### src/include/fetch_defines.svh
`ifndef FETCH_DEFINES_SVH
`define FETCH_DEFINES_SVH

// Byte address and instruction widths
`define FETCH_ADDR_W 32
`define FETCH_WORD_W 32

// Fully associative fetch cache entries
`define FETCH_CACHE_DEPTH 8

// Queue pointer width
// One slot stays unused to tell full from empty
`define FETCH_QUEUE_AW 3

`endif

### src/rtl/fetch_pkg.sv
`include "fetch_defines.svh"

package fetch_pkg;

    typedef logic [`FETCH_ADDR_W-1:0] fetch_addr_t;
    typedef logic [`FETCH_WORD_W-1:0] fetch_word_t;

    // Packed as {address, word, fault}
    typedef logic [`FETCH_ADDR_W+`FETCH_WORD_W:0] fetch_entry_t;

    typedef enum logic [1:0] {
        LK_IDLE,
        LK_AR,
        LK_R,
        LK_OUT
    } lookup_state_t;

endpackage

### src/rtl/fetch_if.sv
interface fetch_req_if import fetch_pkg::*; ();

    logic        valid;
    logic        ready;
    fetch_addr_t addr;
    // One-cycle redirect pulse that both stages see together
    logic        flush;

    modport src (
        output valid,
        output addr,
        output flush,
        input  ready
    );

    modport dst (
        input  valid,
        input  addr,
        input  flush,
        output ready
    );

endinterface

### src/rtl/fetch_assoc_cache.sv
`include "fetch_defines.svh"

module fetch_assoc_cache import fetch_pkg::*; #(
    parameter int DEPTH = `FETCH_CACHE_DEPTH
) (
    input  logic        clk,
    input  logic        rstn,
    input  logic        i_push,
    input  fetch_addr_t i_push_key,
    input  fetch_word_t i_push_data,
    input  fetch_addr_t i_find_key,
    output logic        o_found,
    output fetch_word_t o_found_data
);

    localparam int IW = (DEPTH > 1) ? $clog2(DEPTH) : 1;

    fetch_addr_t         key_q  [DEPTH];
    fetch_word_t         data_q [DEPTH];
    logic    [DEPTH-1:0] valid_q;
    logic    [IW-1:0]    victim_q;

    logic                push_hit;
    logic    [IW-1:0]    hit_idx;
    logic                has_free;
    logic    [IW-1:0]    free_idx;
    logic    [IW-1:0]    wr_idx;

    always_comb begin
        o_found      = 1'b0;
        o_found_data = '0;
        push_hit     = 1'b0;
        hit_idx      = '0;
        has_free     = 1'b0;
        free_idx     = '0;
        // Walk downwards so the lowest free slot is the one left standing
        for (int i = DEPTH - 1; i >= 0; i--) begin
            if (valid_q[i] && key_q[i] == i_find_key) begin
                o_found      = 1'b1;
                o_found_data = data_q[i];
            end
            if (valid_q[i] && key_q[i] == i_push_key) begin
                push_hit = 1'b1;
                hit_idx  = IW'(i);
            end
            if (!valid_q[i]) begin
                has_free = 1'b1;
                free_idx = IW'(i);
            end
        end
    end

    assign wr_idx = push_hit ? hit_idx : (has_free ? free_idx : victim_q);

    always_ff @(posedge clk) begin
        if (!rstn) begin
            valid_q  <= '0;
            victim_q <= '0;
        end else if (i_push) begin
            valid_q[wr_idx] <= 1'b1;
            // Round-robin only moves when an older entry is evicted
            if (!push_hit && !has_free) begin
                victim_q <= (victim_q == IW'(DEPTH - 1)) ? '0 : victim_q + 1'b1;
            end
        end
    end

    always_ff @(posedge clk) begin
        if (i_push) begin
            key_q[wr_idx]  <= i_push_key;
            data_q[wr_idx] <= i_push_data;
        end
    end

endmodule

### src/rtl/fetch_lookup.sv
`include "fetch_defines.svh"

module fetch_lookup import fetch_pkg::*; (
    input  logic         clk,
    input  logic         rstn,
    fetch_req_if.dst     req,
    output logic         o_push,
    output fetch_entry_t o_entry,
    input  logic         i_full,
    output fetch_addr_t  o_araddr,
    output logic [2:0]   o_arprot,
    output logic         o_arvalid,
    input  logic         i_arready,
    input  fetch_word_t  i_rdata,
    input  logic [1:0]   i_rresp,
    input  logic         i_rvalid,
    output logic         o_rready
);

    localparam logic [1:0] RESP_OKAY = 2'b00;
    // Unprivileged, secure, instruction access
    localparam logic [2:0] PROT_INSTR = 3'b100;

    lookup_state_t state_q;
    logic          drop_q;
    fetch_addr_t   addr_q;
    fetch_word_t   word_q;
    logic          fault_q;

    logic          accept;
    logic          hit;
    fetch_word_t   hit_data;
    logic          r_done;
    logic          r_ok;

    assign accept = req.valid && req.ready;
    assign r_done = o_rready && i_rvalid;
    assign r_ok   = (i_rresp == RESP_OKAY);

    fetch_assoc_cache #(
        .DEPTH (`FETCH_CACHE_DEPTH)
    ) u_cache (
        .clk          (clk),
        .rstn         (rstn),
        .i_push       (r_done && r_ok),
        .i_push_key   (addr_q),
        .i_push_data  (i_rdata),
        .i_find_key   (req.addr),
        .o_found      (hit),
        .o_found_data (hit_data)
    );

    always_ff @(posedge clk) begin
        if (!rstn) begin
            state_q <= LK_IDLE;
            drop_q  <= 1'b0;
        end else begin
            case (state_q)
                LK_IDLE: begin
                    if (accept) begin
                        state_q <= hit ? LK_OUT : LK_AR;
                    end
                end
                LK_AR: begin
                    if (i_arready) begin
                        state_q <= LK_R;
                    end
                end
                LK_R: begin
                    if (i_rvalid) begin
                        state_q <= (drop_q || req.flush) ? LK_IDLE : LK_OUT;
                    end
                end
                LK_OUT: begin
                    if (req.flush || !i_full) begin
                        state_q <= LK_IDLE;
                    end
                end
                default: state_q <= LK_IDLE;
            endcase
            // Item is stale once a flush lands during the bus transaction
            drop_q <= (state_q == LK_AR || state_q == LK_R) && (drop_q || req.flush);
        end
    end

    always_ff @(posedge clk) begin
        if (accept) begin
            addr_q  <= req.addr;
            word_q  <= hit_data;
            fault_q <= 1'b0;
        end else if (r_done) begin
            word_q  <= i_rdata;
            fault_q <= !r_ok;
        end
    end

    assign req.ready = (state_q == LK_IDLE);
    assign o_arvalid = (state_q == LK_AR);
    assign o_rready  = (state_q == LK_R);
    assign o_araddr  = addr_q;
    assign o_arprot  = PROT_INSTR;
    assign o_push    = (state_q == LK_OUT) && !i_full && !req.flush;
    assign o_entry   = {addr_q, word_q, fault_q};

endmodule

### src/rtl/fetch_pc_gen.sv
module fetch_pc_gen import fetch_pkg::*; (
    input  logic        clk,
    input  logic        rstn,
    input  logic        i_redirect,
    input  fetch_addr_t i_redirect_addr,
    fetch_req_if.src    req
);

    fetch_addr_t pc_q;
    logic        valid_q;
    logic        flush_q;

    always_ff @(posedge clk) begin
        if (!rstn) begin
            pc_q    <= '0;
            valid_q <= 1'b0;
            flush_q <= 1'b0;
        end else begin
            flush_q <= i_redirect;
            // Request goes quiet for the cycle in which flush clears the pipe
            valid_q <= !i_redirect;
            if (i_redirect) begin
                pc_q <= i_redirect_addr & ~fetch_addr_t'(3);
            end else if (req.valid && req.ready) begin
                pc_q <= pc_q + fetch_addr_t'(4);
            end
        end
    end

    assign req.valid = valid_q;
    assign req.addr  = pc_q;
    assign req.flush = flush_q;

endmodule

### src/rtl/fetch_queue.sv
`include "fetch_defines.svh"

module fetch_queue import fetch_pkg::*; #(
    parameter int AW = `FETCH_QUEUE_AW
) (
    input  logic         clk,
    input  logic         rstn,
    input  logic         i_flush,
    input  logic         i_push,
    input  fetch_entry_t i_entry,
    output logic         o_full,
    output logic         o_valid,
    output fetch_entry_t o_entry,
    input  logic         i_ready
);

    fetch_entry_t    mem [2**AW];
    logic   [AW-1:0] wr_ptr;
    logic   [AW-1:0] rd_ptr;
    logic            empty;
    logic            push;
    logic            pop;

    assign empty  = (wr_ptr == rd_ptr);
    assign o_full = (wr_ptr + 1'b1 == rd_ptr);
    assign push   = i_push && !o_full;
    // Words queued before a redirect are never offered again
    assign o_valid = !empty && !i_flush;
    assign pop     = o_valid && i_ready;
    assign o_entry = mem[rd_ptr];

    always_ff @(posedge clk) begin
        if (!rstn) begin
            wr_ptr <= '0;
            rd_ptr <= '0;
        end else if (i_flush) begin
            wr_ptr <= '0;
            rd_ptr <= '0;
        end else begin
            if (push) begin
                wr_ptr <= wr_ptr + 1'b1;
            end
            if (pop) begin
                rd_ptr <= rd_ptr + 1'b1;
            end
        end
    end

    always_ff @(posedge clk) begin
        if (push) begin
            mem[wr_ptr] <= i_entry;
        end
    end

endmodule

### src/rtl/fetch_unit_top.sv
`include "fetch_defines.svh"

module fetch_unit_top import fetch_pkg::*; (
    input  logic        clk,
    input  logic        rstn,
    input  logic        i_redirect,
    input  fetch_addr_t i_redirect_addr,
    output logic        o_instr_valid,
    output fetch_word_t o_instr,
    output fetch_addr_t o_instr_addr,
    output logic        o_instr_fault,
    input  logic        i_instr_ready,
    output fetch_addr_t o_araddr,
    output logic [2:0]  o_arprot,
    output logic        o_arvalid,
    input  logic        i_arready,
    input  fetch_word_t i_rdata,
    input  logic [1:0]  i_rresp,
    input  logic        i_rvalid,
    output logic        o_rready
);

    fetch_req_if  req_if ();

    logic         push;
    fetch_entry_t push_entry;
    logic         q_full;
    fetch_entry_t q_entry;

    fetch_pc_gen u_pc_gen (
        .clk             (clk),
        .rstn            (rstn),
        .i_redirect      (i_redirect),
        .i_redirect_addr (i_redirect_addr),
        .req             (req_if.src)
    );

    fetch_lookup u_lookup (
        .clk       (clk),
        .rstn      (rstn),
        .req       (req_if.dst),
        .o_push    (push),
        .o_entry   (push_entry),
        .i_full    (q_full),
        .o_araddr  (o_araddr),
        .o_arprot  (o_arprot),
        .o_arvalid (o_arvalid),
        .i_arready (i_arready),
        .i_rdata   (i_rdata),
        .i_rresp   (i_rresp),
        .i_rvalid  (i_rvalid),
        .o_rready  (o_rready)
    );

    fetch_queue #(
        .AW (`FETCH_QUEUE_AW)
    ) u_queue (
        .clk     (clk),
        .rstn    (rstn),
        .i_flush (req_if.flush),
        .i_push  (push),
        .i_entry (push_entry),
        .o_full  (q_full),
        .o_valid (o_instr_valid),
        .o_entry (q_entry),
        .i_ready (i_instr_ready)
    );

    assign {o_instr_addr, o_instr, o_instr_fault} = q_entry;

endmodule

### config.mk
export PLATFORM = sky130hd
export DESIGN_NAME = fetch_unit_top
export DESIGN_NICKNAME = d
export VERILOG_FILES = /design/src/rtl/fetch_pkg.sv /design/src/rtl/fetch_if.sv /design/src/rtl/fetch_assoc_cache.sv /design/src/rtl/fetch_lookup.sv /design/src/rtl/fetch_pc_gen.sv /design/src/rtl/fetch_queue.sv /design/src/rtl/fetch_unit_top.sv
export VERILOG_INCLUDE_DIRS = /design/src /design/src/include
export SDC_FILE = /design/constraint.sdc
export NUM_CORES = 2
export LEC_CHECK = 0
export ABC_AREA = 1
export BUFFER_PORTS_ARGS = -buffer_cell sky130_fd_sc_hd__buf_2
export CORE_MARGIN = 10
export CORE_UTILIZATION = 50
export CTS_CLUSTER_DIAMETER = 100
export CTS_CLUSTER_SIZE = 40
export DETAILED_ROUTE_END_ITERATION = 10
export HOLD_SLACK_MARGIN = 0.12
export PLACE_DENSITY = 0.75
export SYNTH_ARGS = -nofsm -noshare
export SYNTH_HDL_FRONTEND = slang
export SYNTH_SLANG_ARGS = --single-unit
### constraint.sdc
create_clock -name clk -period 12.3 [get_ports clk]
set_clock_uncertainty 0.1 [all_clocks]
set_input_delay 2.46 -clock clk [delete_from_list [all_inputs] [get_ports clk]]
set_output_delay 2.46 -clock clk [all_outputs]
set_load 0.05 [all_outputs]
==> results.md <==
- Status: finished, final reports clean
- Final ANT Viol Nets: 0
- Die X-Extent: 341 um
- Post-CTS Resized: 0
- GRT overflow: 0
- Worst-Skew Late Latency: 0.68 ns
- Min-Delay Endpoint: u_lookup.drop_q
- Register bit count reported by yosys: 1118
- Post-Syn Area: 0.0514 sq mm
- Peak supply drop: 0.0967 mV
- Met2 wire length: 78300 um
- Final std cells w/o fill: 6540
- Tightest Pin Transition: 1.27 ns
- Synth Warn #: 0
- Slowest stage cell, crit path: buf_4
- Worst r2r path cells: 16
- Root Buffer: clkbuf_16
- Layout cells sized above 1: 7.98%
- Drt via density: 5.98
- Setup violations, final: 0
- Final min period: 7.17 ns
- Worst Path Max Fanout: 104
- Final layout net count: 5211
- Mean Syn Cell Area: 10.1 sq um
- Buffers on Ports: 165
- Commonest non-fill, non-tap cells in the layout: 1244 x nand2_1, 1062 x edfxtp_1, 827 x nor2_1
- Crit path top cell by count: buf_4
- Synth Flop Type: edfxtp_1
- Fmax: 0.139 GHz
- Largest delay share family, worst path: buffers and inverters
- DR WL met3: 20200 um
- Tcrit/Tclk final: 58.3%
- LEAKAGE: 20.4 nW
- TNS Setup: 0 ns
- Placer's final routability congestion estimate: 1.00
- Worst R2R End: u_lookup.u_cache.data_q[4][10]
- Worst slew margin: 15.2%
- Seq/Total Area, Yosys: 64.2%
- Final hold vios: 0
- Cells after Synth: 5088
- Highest Signal Layer: met5
- Netlist cell types: 53
- Post-synth EDFFs: 1062
- Post-CTS Setup Bufs: 0
- Min setup slack post-route: 5.13 ns
- Pre-CTS setup slack: 5.93 ns
- Vias: 39100
- R2R Path Start: u_lookup.o_araddr[27]
- CTS tree: built
- Area delta synth->final: 6.43%
- WP data required: 9.74 ns
- Critical path class: flip-flop to primary output
- Clk buf depth: 3
- WL/cell: 27.2 um
- Hold path cells: 2
- Critical Path Max Stage Delay: 0.95 ns
- DP Area: 0.0533 sq mm
- Min-delay src: u_lookup.drop_q
- Die height: 341 um
- Final Cell Area: 0.0547 sq mm
- DR iter-0 viols: 5691
- Slew Viols, Final: 0
- Share of synthesized flip-flops with an asynchronous set or reset: 0%
- Critical path buffers and inverters: 3
- # Max-Cap Violations: 0
- Crit-path cells: buf_4 > buf_4 > o21ai_0 > o22ai_1 > nor2_1 > a31oi_1 > buf_2
- Worst reg-to-reg setup slack: 6.87 ns
- First-pass GRT wire length: 252000 um
- DR DRC count: 0
- RSZ-0062 raised after global routing: no
- WP data arrival: 4.61 ns
- Dpl hpwl: 110000 um
- Gr usage total: 29.4%
- Drt first pass iters: 7
- Worst Setup End Kind: primary output
- Largest net degree at the start of global routing: 160
- Commonest non-fill, non-tap cell in the layout: nand2_1
- Top-Level Pins: 175
- Clock sink total: 1118
- Core region area: 0.102 sq mm
- Vias in the first global route: 36200
- Cell Pwr Density: 139 mW/mm^2
- Detailed Route WL: 178000 um
- TritonCTS Buffers: 41
- Antenna violations before repair: 16
- Initial Utilization: 50.5%
- H-tree depth: 2
- CTS clock-pin slew for the worst setup and hold paths: 0.14 ns
- Startpoint types: flip-flop
- Row count: 117
- Full die area: 0.116 sq mm
- Met1 Routed Length: 72000 um
- Hold/Removal Path Class: flip-flop to flip-flop
- # hold bufs at CTS: 0
- Inst Count DP: 6454
==> synthesized netlist by cell type (all sizes together), types with 5 or more instances <==
library cell / n / area share (%)
o22ai: 131 / 1.6
a21oi: 102 / 0.99
nand3b: 11 / 0.16
a211oi: 7 / 0.10
xor2: 83 / 1.4
clkinv: 7 / 0.051
a221oi: 5 / 0.085
nand2: 1254 / 9.2
nor3: 65 / 0.74
inv: 310 / 2.3
a31oi: 88 / 1.1
o21ai: 379 / 3.7
nand4: 102 / 1.2
edfxtp: 1062 / 62
xnor2: 76 / 1.3
a32o: 5 / 0.097
or2: 13 / 0.16
dfxtp: 56 / 2.2
nor4: 11 / 0.13
buf: 168 / 2.2
clkbuf: 103 / 0.75
nand3: 163 / 1.6
nor2: 850 / 6.3
ha: 10 / 0.24
==> power by group <==
part	switching [mW]	internal [mW]	total, mW
sequential	0.0977	4.36	4.46
clock	1.24	0.702	1.94
combinational	0.954	0.236	1.19
total	2.29	5.30	7.59
==> final cells by class <==
type,count,area [sq um]
clock buffers,53,1120
well taps,1368,1710
multi-input cells,3387,15800
repair buffers,264,1570
clock inverters,21,269
diodes,12,30.0
inverters,317,1200
fillers,9014,47200
flip-flops and latches,1118,33000
==> worst max-delay path by stage <==
stage,end,slack (ns),cells past startpoint
after floorplan,o_instr[10],7.33,9
after global placement,o_instr_fault,5.95,7
after detailed placement,o_instr_fault,5.93,7
after CTS,o_instr_fault,5.20,7
after global routing,o_instr_addr[4],4.90,7
final,o_instr_fault,5.13,7
==> worst reg2reg max path: stages (launching register included) <==
cell,delay (ns)
edfxtp_1,0.34
buf_4,0.50
inv_1,0.77
o21ai_0,0.66
nor2_1,0.11
nand2_1,0.08
nor2_1,0.04
nand2_1,0.13
nor2_1,0.12
nor2_1,0.20
nand2_1,0.10
nor2_1,0.18
nor2_1,0.06
nand2_1,0.22
nand3_1,0.23
inv_2,0.58
buf_4,0.60
==> registers in the layout (all words and copies together), names as in the netlist, 2 cells and up, named ones only <==
register and flops:
u_queue.mem 504, u_lookup.u_cache.data_q 256, u_lookup.u_cache.key_q 240, u_lookup.word_q 32, u_lookup.o_araddr 30, u_pc_gen.req.addr 30
u_lookup.u_cache.valid_q 8, u_lookup.u_cache.victim_q 3, u_queue.rd_ptr 3, u_queue.wr_ptr 3, u_lookup.state_q 2
==> logic make-up (layout without fill, tap and decap cells) <==
| logic type | Yosys count | in the layout | share of synthesized area [%] |
|---|---|---|---|
| buf+inv | 588 | 655 | 5.25 |
| fa+ha+maj | 10 | 10 | 0.243 |
| xor+xnor | 159 | 159 | 2.71 |
| other cells | 2 | 19 | 0.0146 |
| simple gates | 2482 | 2482 | 19.8 |
| compound gates | 729 | 729 | 7.83 |
| flops | 1118 | 1118 | 64.2 |
==> layer usage <==
metal / up-vias / global-route usage, %
met4: 6 / 10.1
met2: 2447 / 44.8
li1: 17400 / -
met5: - / 0
met1: 18900 / 41.8
met3: 376 / 6.04
==> per-stage QoR <==
stage          hold WS, ns  utilization, %  total power, mW
6_report             0.396            53.7             7.59
5_1_grt              0.444            53.7             7.77
4_1_cts              0.387            53.7             7.55
3_5_place_dp         0.357            52.3             5.69
3_3_place_gp         0.344            52.3             5.67
2_1_floorplan        0.309               -             5.19
Power figures use the tool's default switching activity.
